`src/common/eth_switch_macros.svh`:
```
`ifndef ETH_SWITCH_MACROS_SVH
`define ETH_SWITCH_MACROS_SVH

// Stream beat layout
`define ETH_DATA_W  64
`define ETH_USER_W  4
`define ETH_ERR_BIT 3

// Register port
`define REG_AWIDTH 14
`define REG_DWIDTH 32

// Register map
`define ADDR_MAC_LSB        14'h0000
`define ADDR_MAC_MSB        14'h0004
`define ADDR_IP             14'h1000
`define ADDR_UDP            14'h1004
`define ADDR_BRIDGE_MAC_LSB 14'h1010
`define ADDR_BRIDGE_MAC_MSB 14'h1014
`define ADDR_BRIDGE_IP      14'h1018
`define ADDR_BRIDGE_UDP     14'h101C
`define ADDR_BRIDGE_ENABLE  14'h1020

// Gate memory holds 2**GATE_AW beats
`define GATE_AW 6

// Reset identity: 00:80:2f:16:c5:2f, 192.168.10.2, ports 49154/49153
`define DEFAULT_MAC 48'h0080_2F16_C52F
`define DEFAULT_IP  32'hC0A8_0A02
`define DEFAULT_UDP {16'd49154, 16'd49153}
`define BCAST_MAC   48'hFFFF_FFFF_FFFF

`endif

```
`src/common/eth_stream_pkg.sv`:
```
`include "eth_switch_macros.svh"

package eth_stream_pkg;

  ////////////////////////////////
  // Stream beat
  ////////////////////////////////

  // One 64-bit word of a packet, user bit 3 flags a MAC error
  typedef struct packed {
    logic                   last;
    logic [`ETH_USER_W-1:0] user;
    logic [`ETH_DATA_W-1:0] data;
  } axis_beat_t;

  ////////////////////////////////
  // Routing decision
  ////////////////////////////////

  typedef enum logic [1:0] {
    DEST_NONE = 2'd0,
    DEST_VITA = 2'd1,
    DEST_CPU  = 2'd2,
    DEST_DROP = 2'd3
  } dest_e;

endpackage

```
`src/common/eth_regs_pkg.sv`:
```
`include "eth_switch_macros.svh"

package eth_regs_pkg;

  ////////////////////////////////
  // Register map
  ////////////////////////////////

  typedef enum logic [`REG_AWIDTH-1:0] {
    REG_MAC_LSB        = `ADDR_MAC_LSB,
    REG_MAC_MSB        = `ADDR_MAC_MSB,
    REG_IP             = `ADDR_IP,
    REG_UDP            = `ADDR_UDP,
    REG_BRIDGE_MAC_LSB = `ADDR_BRIDGE_MAC_LSB,
    REG_BRIDGE_MAC_MSB = `ADDR_BRIDGE_MAC_MSB,
    REG_BRIDGE_IP      = `ADDR_BRIDGE_IP,
    REG_BRIDGE_UDP     = `ADDR_BRIDGE_UDP,
    REG_BRIDGE_ENABLE  = `ADDR_BRIDGE_ENABLE
  } reg_addr_e;

  // Identity the dispatcher matches against
  typedef struct packed {
    logic [47:0] mac;
    logic [31:0] ip;
    logic [15:0] port0;
    logic [15:0] port1;
  } dev_addr_t;

endpackage

```
`src/hdl/switch_regs.sv`:
```
`timescale 1ns/10ps
`include "eth_switch_macros.svh"

module switch_regs (
  input  logic                    clk,
  input  logic                    reset,
  input  logic                    i_reg_wr_req,
  input  logic [`REG_AWIDTH-1:0]  i_reg_wr_addr,
  input  logic [`REG_DWIDTH-1:0]  i_reg_wr_data,
  input  logic                    i_reg_rd_req,
  input  logic [`REG_AWIDTH-1:0]  i_reg_rd_addr,
  output logic                    o_reg_rd_resp,
  output logic [`REG_DWIDTH-1:0]  o_reg_rd_data,
  output eth_regs_pkg::dev_addr_t o_dev_addr
);

  eth_regs_pkg::dev_addr_t norm_addr;
  eth_regs_pkg::dev_addr_t bridge_addr;
  logic                    bridge_en;
  logic                    rd_hit;
  logic [`REG_DWIDTH-1:0]  rd_mux;

  ////////////////////////////////
  // Write decode
  ////////////////////////////////

  always_ff @(posedge clk) begin
    if (reset) begin
      norm_addr.mac                         <= `DEFAULT_MAC;
      norm_addr.ip                          <= `DEFAULT_IP;
      {norm_addr.port1, norm_addr.port0}     <= `DEFAULT_UDP;
      bridge_addr.mac                       <= `DEFAULT_MAC;
      bridge_addr.ip                        <= `DEFAULT_IP;
      {bridge_addr.port1, bridge_addr.port0} <= `DEFAULT_UDP;
      bridge_en                             <= 1'b0;
    end else if (i_reg_wr_req) begin
      case (i_reg_wr_addr)
        eth_regs_pkg::REG_MAC_LSB:        norm_addr.mac[31:0]    <= i_reg_wr_data;
        eth_regs_pkg::REG_MAC_MSB:        norm_addr.mac[47:32]   <= i_reg_wr_data[15:0];
        eth_regs_pkg::REG_IP:             norm_addr.ip           <= i_reg_wr_data;
        eth_regs_pkg::REG_UDP:
          {norm_addr.port1, norm_addr.port0} <= i_reg_wr_data;
        eth_regs_pkg::REG_BRIDGE_MAC_LSB: bridge_addr.mac[31:0]  <= i_reg_wr_data;
        eth_regs_pkg::REG_BRIDGE_MAC_MSB: bridge_addr.mac[47:32] <= i_reg_wr_data[15:0];
        eth_regs_pkg::REG_BRIDGE_IP:      bridge_addr.ip         <= i_reg_wr_data;
        eth_regs_pkg::REG_BRIDGE_UDP:
          {bridge_addr.port1, bridge_addr.port0} <= i_reg_wr_data;
        eth_regs_pkg::REG_BRIDGE_ENABLE:  bridge_en              <= i_reg_wr_data[0];
        default: ;
      endcase
    end
  end

  ////////////////////////////////
  // Read back
  ////////////////////////////////

  always_comb begin
    rd_hit = 1'b1;
    rd_mux = '0;
    case (i_reg_rd_addr)
      eth_regs_pkg::REG_MAC_LSB:        rd_mux = norm_addr.mac[31:0];
      eth_regs_pkg::REG_MAC_MSB:        rd_mux = {16'b0, norm_addr.mac[47:32]};
      eth_regs_pkg::REG_IP:             rd_mux = norm_addr.ip;
      eth_regs_pkg::REG_UDP:            rd_mux = {norm_addr.port1, norm_addr.port0};
      eth_regs_pkg::REG_BRIDGE_MAC_LSB: rd_mux = bridge_addr.mac[31:0];
      eth_regs_pkg::REG_BRIDGE_MAC_MSB: rd_mux = {16'b0, bridge_addr.mac[47:32]};
      eth_regs_pkg::REG_BRIDGE_IP:      rd_mux = bridge_addr.ip;
      eth_regs_pkg::REG_BRIDGE_UDP:     rd_mux = {bridge_addr.port1, bridge_addr.port0};
      eth_regs_pkg::REG_BRIDGE_ENABLE:  rd_mux = {31'b0, bridge_en};
      // Unknown address gets no response
      default:                          rd_hit = 1'b0;
    endcase
  end

  // Response pulses one cycle after each request to a known address
  always_ff @(posedge clk) begin
    if (reset) begin
      o_reg_rd_resp <= 1'b0;
    end else begin
      o_reg_rd_resp <= i_reg_rd_req & rd_hit;
    end
  end

  always_ff @(posedge clk) begin
    if (i_reg_rd_req) begin
      o_reg_rd_data <= rd_mux;
    end
  end

  // Bridge mode swaps in the whole bridge identity
  assign o_dev_addr = bridge_en ? bridge_addr : norm_addr;

endmodule

```
`src/packet_gate/packet_gate.sv`:
```
`timescale 1ns/10ps
`include "eth_switch_macros.svh"

module packet_gate (
  input  logic                       clk,
  input  logic                       reset,
  input  eth_stream_pkg::axis_beat_t i_rx_beat,
  input  logic                       i_rx_valid,
  output logic                       o_rx_ready,
  output eth_stream_pkg::axis_beat_t o_gate_beat,
  output logic                       o_gate_valid,
  input  logic                       i_gate_ready
);

  eth_stream_pkg::axis_beat_t mem [(1 << `GATE_AW)];
  eth_stream_pkg::axis_beat_t rd_beat;

  // Pointers carry one wrap bit above the address
  logic [`GATE_AW:0] wr_ptr;
  logic [`GATE_AW:0] commit_ptr;
  logic [`GATE_AW:0] rd_ptr;
  logic [`GATE_AW:0] pkt_cnt;
  logic              err_seen;
  logic              mem_full;
  logic              wr_en;
  logic              beat_err;
  logic              pkt_commit;
  logic              rd_en;
  logic              pkt_fetched;

  ////////////////////////////////
  // Write side
  ////////////////////////////////

  assign mem_full = (wr_ptr[`GATE_AW] != rd_ptr[`GATE_AW]) &&
                    (wr_ptr[`GATE_AW-1:0] == rd_ptr[`GATE_AW-1:0]);
  assign o_rx_ready = ~mem_full;
  assign wr_en      = i_rx_valid & o_rx_ready;
  assign beat_err   = i_rx_beat.user[`ETH_ERR_BIT];
  assign pkt_commit = wr_en & i_rx_beat.last & ~(err_seen | beat_err);

  always_ff @(posedge clk) begin
    if (wr_en) begin
      mem[wr_ptr[`GATE_AW-1:0]] <= i_rx_beat;
    end
  end

  always_ff @(posedge clk) begin
    if (reset) begin
      wr_ptr     <= '0;
      commit_ptr <= '0;
      err_seen   <= 1'b0;
    end else if (wr_en) begin
      if (i_rx_beat.last) begin
        err_seen <= 1'b0;
        if (err_seen | beat_err) begin
          // Bad packet, forget everything since the last commit
          wr_ptr <= commit_ptr;
        end else begin
          wr_ptr     <= wr_ptr + 1'b1;
          commit_ptr <= wr_ptr + 1'b1;
        end
      end else begin
        wr_ptr   <= wr_ptr + 1'b1;
        err_seen <= err_seen | beat_err;
      end
    end
  end

  ////////////////////////////////
  // Read side
  ////////////////////////////////

  assign rd_beat     = mem[rd_ptr[`GATE_AW-1:0]];
  // Fetch while a whole packet waits and the output stage can take it
  assign rd_en       = (pkt_cnt != '0) && (~o_gate_valid || i_gate_ready);
  assign pkt_fetched = rd_en & rd_beat.last;

  always_ff @(posedge clk) begin
    if (reset) begin
      rd_ptr  <= '0;
      pkt_cnt <= '0;
    end else begin
      if (rd_en) begin
        rd_ptr <= rd_ptr + 1'b1;
      end
      case ({pkt_commit, pkt_fetched})
        2'b10:   pkt_cnt <= pkt_cnt + 1'b1;
        2'b01:   pkt_cnt <= pkt_cnt - 1'b1;
        default: pkt_cnt <= pkt_cnt;
      endcase
    end
  end

  // Output register stage
  always_ff @(posedge clk) begin
    if (reset) begin
      o_gate_valid <= 1'b0;
    end else if (rd_en) begin
      o_gate_valid <= 1'b1;
    end else if (i_gate_ready) begin
      o_gate_valid <= 1'b0;
    end
  end

  always_ff @(posedge clk) begin
    if (rd_en) begin
      o_gate_beat <= rd_beat;
    end
  end

endmodule

```
`src/eth_dispatch/eth_dispatch.sv`:
```
`timescale 1ns/10ps
`include "eth_switch_macros.svh"

module eth_dispatch (
  input  logic                       clk,
  input  logic                       reset,
  input  eth_stream_pkg::axis_beat_t i_gate_beat,
  input  logic                       i_gate_valid,
  output logic                       o_gate_ready,
  input  eth_regs_pkg::dev_addr_t    i_dev_addr,
  output eth_stream_pkg::axis_beat_t o_vita_beat,
  output logic                       o_vita_valid,
  input  logic                       i_vita_ready,
  output eth_stream_pkg::axis_beat_t o_cpu_beat,
  output logic                       o_cpu_valid,
  input  logic                       i_cpu_ready
);

  typedef enum logic [1:0] {
    IDLE,
    HOLD_FIRST,
    ROUTE,
    DRAIN
  } state_e;

  state_e                     state;
  eth_stream_pkg::dest_e      dest;
  eth_stream_pkg::dest_e      hdr_dest;
  eth_stream_pkg::axis_beat_t hold_beat;
  eth_stream_pkg::axis_beat_t out_beat;
  logic [47:0]                dst_mac;
  logic [15:0]                dst_port;
  logic                       mac_own;
  logic                       mac_ok;
  logic                       ip_hit;
  logic                       port_hit;
  logic                       sel_ready;
  logic                       out_active;

  ////////////////////////////////
  // Header match
  ////////////////////////////////

  // In IDLE the first beat is still on the input, later it sits in the hold register
  assign dst_mac  = (state == IDLE) ? i_gate_beat.data[47:0] : hold_beat.data[47:0];
  assign dst_port = i_gate_beat.data[47:32];

  assign mac_own  = (dst_mac == i_dev_addr.mac);
  assign mac_ok   = mac_own | (dst_mac == `BCAST_MAC);
  assign ip_hit   = (i_gate_beat.data[31:0] == i_dev_addr.ip);
  assign port_hit = (dst_port == i_dev_addr.port0) | (dst_port == i_dev_addr.port1);

  // Decision once the second beat is on the input
  always_comb begin
    if (mac_own && ip_hit && port_hit) begin
      hdr_dest = eth_stream_pkg::DEST_VITA;
    end else if (mac_ok) begin
      hdr_dest = eth_stream_pkg::DEST_CPU;
    end else begin
      hdr_dest = eth_stream_pkg::DEST_DROP;
    end
  end

  ////////////////////////////////
  // Control FSM
  ////////////////////////////////

  assign sel_ready = (dest == eth_stream_pkg::DEST_VITA) ? i_vita_ready : i_cpu_ready;

  always_ff @(posedge clk) begin
    if (reset) begin
      state <= IDLE;
      dest  <= eth_stream_pkg::DEST_NONE;
    end else begin
      case (state)
        IDLE: begin
          if (i_gate_valid) begin
            if (!i_gate_beat.last) begin
              state <= HOLD_FIRST;
            end else if (mac_ok) begin
              // One-beat packet goes by MAC alone
              state <= ROUTE;
              dest  <= eth_stream_pkg::DEST_CPU;
            end
          end
        end
        HOLD_FIRST: begin
          if (i_gate_valid) begin
            dest  <= hdr_dest;
            state <= (hdr_dest == eth_stream_pkg::DEST_DROP) ? DRAIN : ROUTE;
          end
        end
        ROUTE: begin
          if (sel_ready) begin
            if (hold_beat.last) begin
              state <= IDLE;
              dest  <= eth_stream_pkg::DEST_NONE;
            end else begin
              state <= DRAIN;
            end
          end
        end
        DRAIN: begin
          if (i_gate_valid && o_gate_ready && i_gate_beat.last) begin
            state <= IDLE;
            dest  <= eth_stream_pkg::DEST_NONE;
          end
        end
        default: state <= IDLE;
      endcase
    end
  end

  // First beat waits here until the route is known
  always_ff @(posedge clk) begin
    if (state == IDLE && i_gate_valid) begin
      hold_beat <= i_gate_beat;
    end
  end

  ////////////////////////////////
  // Output steering
  ////////////////////////////////

  always_comb begin
    case (state)
      IDLE:       o_gate_ready = 1'b1;
      DRAIN:      o_gate_ready = (dest == eth_stream_pkg::DEST_DROP) | sel_ready;
      default:    o_gate_ready = 1'b0;
    endcase
  end

  assign out_active = (state == ROUTE) | ((state == DRAIN) & i_gate_valid);
  assign out_beat   = (state == ROUTE) ? hold_beat : i_gate_beat;

  assign o_vita_valid = out_active & (dest == eth_stream_pkg::DEST_VITA);
  assign o_cpu_valid  = out_active & (dest == eth_stream_pkg::DEST_CPU);
  assign o_vita_beat  = out_beat;
  assign o_cpu_beat   = out_beat;

endmodule

```
`src/hdl/eth_switch.sv`:
```
`timescale 1ns/10ps
`include "eth_switch_macros.svh"

module eth_switch (
  input  logic                       clk,
  input  logic                       reset,
  input  logic                       i_reg_wr_req,
  input  logic [`REG_AWIDTH-1:0]     i_reg_wr_addr,
  input  logic [`REG_DWIDTH-1:0]     i_reg_wr_data,
  input  logic                       i_reg_rd_req,
  input  logic [`REG_AWIDTH-1:0]     i_reg_rd_addr,
  output logic                       o_reg_rd_resp,
  output logic [`REG_DWIDTH-1:0]     o_reg_rd_data,
  input  eth_stream_pkg::axis_beat_t i_rx_beat,
  input  logic                       i_rx_valid,
  output logic                       o_rx_ready,
  output eth_stream_pkg::axis_beat_t o_vita_beat,
  output logic                       o_vita_valid,
  input  logic                       i_vita_ready,
  output eth_stream_pkg::axis_beat_t o_cpu_beat,
  output logic                       o_cpu_valid,
  input  logic                       i_cpu_ready
);

  eth_regs_pkg::dev_addr_t    dev_addr;
  eth_stream_pkg::axis_beat_t gate_beat;
  logic                       gate_valid;
  logic                       gate_ready;

  ////////////////////////////////
  // Configuration
  ////////////////////////////////

  switch_regs regs0 (
    .clk           (clk),
    .reset         (reset),
    .i_reg_wr_req  (i_reg_wr_req),
    .i_reg_wr_addr (i_reg_wr_addr),
    .i_reg_wr_data (i_reg_wr_data),
    .i_reg_rd_req  (i_reg_rd_req),
    .i_reg_rd_addr (i_reg_rd_addr),
    .o_reg_rd_resp (o_reg_rd_resp),
    .o_reg_rd_data (o_reg_rd_data),
    .o_dev_addr    (dev_addr)
  );

  ////////////////////////////////
  // Receive path
  ////////////////////////////////

  // Whole packets only, errored ones never leave the gate
  packet_gate gate0 (
    .clk          (clk),
    .reset        (reset),
    .i_rx_beat    (i_rx_beat),
    .i_rx_valid   (i_rx_valid),
    .o_rx_ready   (o_rx_ready),
    .o_gate_beat  (gate_beat),
    .o_gate_valid (gate_valid),
    .i_gate_ready (gate_ready)
  );

  eth_dispatch dispatch0 (
    .clk          (clk),
    .reset        (reset),
    .i_gate_beat  (gate_beat),
    .i_gate_valid (gate_valid),
    .o_gate_ready (gate_ready),
    .i_dev_addr   (dev_addr),
    .o_vita_beat  (o_vita_beat),
    .o_vita_valid (o_vita_valid),
    .i_vita_ready (i_vita_ready),
    .o_cpu_beat   (o_cpu_beat),
    .o_cpu_valid  (o_cpu_valid),
    .i_cpu_ready  (i_cpu_ready)
  );

endmodule

```
`config.mk`:
```
export PLATFORM = sky130hd
export DESIGN_NAME = eth_switch
export DESIGN_NICKNAME = d
export VERILOG_FILES = /design/src/common/eth_stream_pkg.sv /design/src/common/eth_regs_pkg.sv /design/src/hdl/switch_regs.sv /design/src/packet_gate/packet_gate.sv /design/src/eth_dispatch/eth_dispatch.sv /design/src/hdl/eth_switch.sv
export VERILOG_INCLUDE_DIRS = /design/src /design/src/common
export SDC_FILE = /design/constraint.sdc
export NUM_CORES = 2
export LEC_CHECK = 0
export BUFFER_PORTS_ARGS = -buffer_cell sky130_fd_sc_hd__buf_2
export CORE_UTILIZATION = 25
export DETAILED_ROUTE_END_ITERATION = 6
export PLACE_DENSITY = 0.38
export SETUP_SLACK_MARGIN = 0.1
export SLEW_MARGIN = 10
export SYNTH_ARGS = -nofsm -noshare
export SYNTH_HDL_FRONTEND = slang
export SYNTH_MEMORY_MAX_BITS = 65536
export SYNTH_SLANG_ARGS = --single-unit
```
`constraint.sdc`:
```
create_clock -name clk -period 11.4 [get_ports clk]
set_input_delay 1.71 -clock clk [delete_from_list [all_inputs] [get_ports clk]]
set_output_delay 1.71 -clock clk [all_outputs]
set_load 0.03 [all_outputs]
```
======== Word level (Yosys, flattened, before mapping) ========
Memory sizes are Yosys's and may differ from the RTL's. A register that Yosys moved wholly into a read port is not among the register bits.
Index checks and enable logic that the tools add are counted.
W data, S select, Z words.
storage, ports and cells
  register bits after elaboration ......... 430
  bits in latches ......................... 0
  RAM bits ................................ 4416
  bits in read-only memories .............. 0
  bits of input ports ..................... 136
  output and inout port bits .............. 174
  logic and storage cells ................. 149
  memories ................................ 1
operators by class
  $add $sub $neg .......................... 4
  multiply operators ...................... 0
  div/mod/pow operators ................... 0
  order comparisons ....................... 0
  equal/unequal tests ..................... 40
  shifts and indexed selects .............. 0
  multiplexer cells ....................... 34
  bitwise gates (word level) .............. 16
  reductions and logical operators ........ 27
memories
  memory     depth  bits a word  rd ports  clocked after memory_dff  wr ports  RTL line           RTL
  gate0.mem  64     69           1         1                         1         packet_gate.sv:15  eth_stream_pkg::axis_beat_t mem [(1 << `GATE_AW)];
operator list
  cell                    count
  $pmux W32 S9            1
  $eq A14 B13 Y1 const B  14
  $mux W112               1
  $mux W69                1
  $eq A48 B48 Y1          1
  $eq A48 B48 Y1 const B  1
  $mux W48                1
  $eq A16 B16 Y1          2
  $eq A32 B32 Y1          1
  $eq A14 B3 Y1 const B   2
  $logic_not A14 Y1       2
  $mux W2                 13
  $add A7 B1 Y7 const B   3
  $reduce_and A2 Y1       10
  $pmux W2 S4             2
  $mux W7                 2
  $pmux W7 S2             1
  $eq A2 B2 Y1 const B    6
  $mux W6                 2
  $mux W1                 9
  $reduce_or A9 Y1        1
  $and A1 B1 Y1           8
  $ne A2 B1 Y1 const B    4
  $logic_and A1 B1 Y1     7
  other kinds (15)        26

======== Logic depth before layout (Yosys ltp) ========
  depth after elaboration ................. 10
  depth in mapped cells ................... 19

======== By module ========
Synthesis repeated with hierarchy kept, for this count alone.
second synthesis, totals
  cells, all modules ...................... 9169
  area total of the unflattened synthesis .. 189619.4 µm²
modules (own cells, without submodules)
  module        times used  cells an instance  area an instance (µm²)  seq. area each (µm²)
  packet_gate   1           7372               170546.1                135399.9
  switch_regs   1           1266               13167.6                 5485.3
  eth_dispatch  1           531                5905.7                  2152.1

======== Least setup slack after synthesis ========
OpenSTA, ideal clock, no wires.
  kind .................................... in2reg
  from .................................... input port i_rx_valid
  to ...................................... memory gate0.mem[62][0] (netlist name), enable pin
  library setup time ...................... 0.669 ns
  arrival time ............................ 8.713 ns
  data required time ...................... 10.731 ns
  setup slack ............................. 2.018 ns
  stages .................................. 3
  path through ............................ nand2_1 clkbuf_1 nor4_1
on the way
  word-level cells in the longest chain between the ends .. 3
RTL lines
  element        RTL line           RTL
  from (decl)    eth_switch.sv:15   input logic i_rx_valid,
  $and A1 B1 Y1  packet_gate.sv:38  assign wr_en = i_rx_valid & o_rx_ready;
  $mux W1        packet_gate.sv:43  if (wr_en) begin
  $mux W1        packet_gate.sv:44  mem[wr_ptr[`GATE_AW-1:0]] <= i_rx_beat;
  to (decl)      packet_gate.sv:15
No other way between the ends.

==> results_dict.tcl <==
set metrics [dict create \
    fin_worst_skew_ns 0.0536 \
    final_cell_mix "edfxtp_1 (4,586), mux4_2 (1,449), clkbuf_16 (576)" \
    fin_tns_setup_ns 0 \
    crit_type "flip-flop to flip-flop" \
    drcViolationCount 7 \
    muxShareOfSynthArea_pct 18.9 \
    yosys_most_used_dff "edfxtp_1" \
    failed_checks "DRC" \
    cp.required_ns 12.16 \
    fmax_mhz 170 \
    core_sq_mm 0.750 \
    drt_wl_total_um 646000 \
    post-route-period-util_pct 51.5 \
    rsz0062_at_grt "no" \
    cts_setup_buffers 0 \
    dp_slack_ns 5.04 \
    clockBufferDepth 4 \
    drive_gt1_share_pct 31.2 \
    clock-sinks 4852 \
    worst_slew_pin_slew_ns 1.39 \
    initial_utilization_pct 25.1 \
    end_kind "flip-flop" \
    dp.cells 18440 \
    wl_per_cell_um 33.2 \
    async_reset_ff_share_pct 0 \
    ys_seq_elements 4852 \
    io_buffers 309 \
    synth_edf_count 4586 \
    grt_pass1_vias 96137 \
    final_hold_viol_count 0 \
    dp.final_hpwl_um 361000 \
    cts.repair.resized 0 \
    pwr-share-clk_pct 37.6 \
    p_per_area_mw_per_mm2 212 \
    syn_avg_cell_area_sq_um 22.2 \
    row_count 318 \
    netlist_area_sq_mm 0.188 \
    synth_xor_area_share_pct 0.615 \
    place_congestion 0.773 \
    path_clk_slew_ns 0.06 \
    maxSlewViolCount 0 \
    numCtsBuffers 568 \
    layout_commonest_cell "edfxtp_1" \
    cts_tree "built" \
    clkLatencyLatePin_ns 1.08 \
    netSwitchingPower_mw 13.3 \
    vdd.ir_drop.worst_uv 307 \
    cts_root_buf "clkbuf_16" \
    grt_util_all_layers_pct 16.7 \
    pwr-share-comb_pct 18.1 \
    antenna_found_initial 72 \
    die_h_um 869 \
    switching_share_pct 28.5 \
    yosys.area_share.simple_pct 2.04 \
    synth_top_family_by_area "multiplexers" \
    holdBufCountCts 0 \
    timing.final.ws_setup_ns 5.53 \
    cp_data_arrival_time_ns 6.63 \
    intPower_mw 33.4 \
    dr.first_iter.drc_count 9332 \
    slew_headroom_pct 7.29 \
    synth_cell_types 49 \
    h-tree-depth 6 \
    ioPinCount 310 \
    p_seq_share_pct 44.2 \
    crit_path_start_kind "flip-flop" \
    fin_cells 19487 \
    power_mw 46.7 \
    syn_nets 8604 \
    grt_pass1_wl_um 870000 \
    cap_violations 0 \
    path_max_fanout 95 \
    grt_max_degree 115 \
    status "finished with violations" \
    dr.pass1.iters 7 \
    synthAdderAreaFrac_pct 0.0905 \
    synth_warnings 0 \
    ys_seq_area_share_pct 76.1 \
    num_vias 92534 \
    final_antenna_net_count 0 \
    p_leak_nw 65.7 \
    die_w_um 869 \
    period_needed_ns 5.87 \
    setup_violations 0 \
    synthCells 8455 \
    area_growth_pct 17.2 \
    gr-total-overflow 0 \
    nets 9239 \
    viasPerCell 4.75 \
    synth-compound-area-share_pct 0.870 \
    die_area_sq_mm 0.756 \
    hold_class "flip-flop to flip-flop" \
]
## critical path, stage by stage, from the launching register on
cell and delay (ns):
dfxtp_4 0.64, buf_12 0.67, buf_12 0.61, buf_4 0.61
buf_4 0.82, mux4_2 0.60, mux4_2 0.62, mux4_2 0.62
## synth_stat cells (all sizes together), types with 6 or more instances
library cell | count | area share [%]
mux2 | 68 | 0.41
nand3b | 6 | 0.024
or4 | 7 | 0.028
nand3 | 80 | 0.21
mux2i | 217 | 1.2
edfxtp | 4586 | 73
nor4 | 33 | 0.11
xor2 | 29 | 0.14
nor2 | 154 | 0.31
dfxtp | 266 | 2.8
a21oi | 192 | 0.51
nor3b | 6 | 0.024
nor3 | 11 | 0.029
nand4 | 61 | 0.20
and2 | 6 | 0.020
buf | 274 | 0.84
nand2 | 498 | 0.99
and3 | 7 | 0.023
xnor2 | 103 | 0.48
mux4 | 1449 | 17
inv | 15 | 0.030
a222oi | 32 | 0.17
o21ai | 13 | 0.035
clkbuf | 272 | 0.54
o211ai | 17 | 0.068
ha | 12 | 0.080
## state kept, by name, indices dropped and copies added (netlist names), 2 cells and up, named ones only
signal and cells:
regs0.bridge_addr 112, gate0.rd_ptr 7, regs0.o_reg_rd_data 32, dispatch0.state 2, gate0.commit_ptr 7, gate0.mem 4416
dispatch0.dest 2, dispatch0.hold_beat 69, regs0.norm_addr 112, gate0.wr_ptr 7, gate0.pkt_cnt 7, gate0.o_gate_beat 69
## cell families (layout without fill, tap and decap cells)
logic type,Yosys count,count (layout)
other,0,24
DFF,4852,4852
adders and majority gates,13,13
and+or+nand+nor,888,888
muxes,1734,1734
AOI/OAI and AO/OA,275,275
buffers and inverters,561,1649
xor gates and xnor gates,132,132
## through the flow
step | instance area (sq um) | utilization [%] | hold WS, ns
2_1_floorplan | 188000 | - | 0.422
3_3_place_gp | 203000 | 27.0 | 0.453
3_5_place_dp | 203000 | 27.0 | 0.461
4_1_cts | 220000 | 29.4 | 0.469
5_1_grt | 220000 | 29.4 | 0.483
6_report | 220000 | 29.4 | 0.466
## cell type report
cell class	instances	area [sq um]
fill	72732	529000
multi-input combinational	3042	42900
clock inverter	287	2720
sequential	4852	143000
clock buffer	736	15100
tap	9920	12400
antenna	24	60.1
timing repair buffer	611	4080
inverter	15	57.6
## path summary, 6_finish.rpt
kind / cells past startpoint / slack, ns / start / endpoint
hold / removal: 2 / 0.47 / regs0.bridge_addr[40] / regs0.bridge_addr[40]
hold reg to reg: 2 / 0.47 / regs0.bridge_addr[40] / regs0.bridge_addr[40]
setup / recovery: 7 / 5.53 / flip-flop / gate0.o_gate_beat[43]
setup reg to reg: 7 / 5.53 / flip-flop / gate0.o_gate_beat[43]
## power by group through the flow
stage,Clock [mW],Combinational (mW),Sequential (mW)
floorplan,0,5.69,20.5
global placement,0,8.65,21.1
detailed placement,0,8.68,21.0
CTS,18.0,8.70,20.7
global route,18.7,8.98,20.7
finish,17.6,8.46,20.6
## layer usage
layer	GRT usage (%)	wire (um)	vias to the layer above
met5	0	94	-
met4	3.37	13400	14
met3	2.19	29900	823
met2	28.2	315000	2932
met1	23.2	287000	51912
li1	-	-	36853
Note: power is estimated with default switching activity, not from simulation.
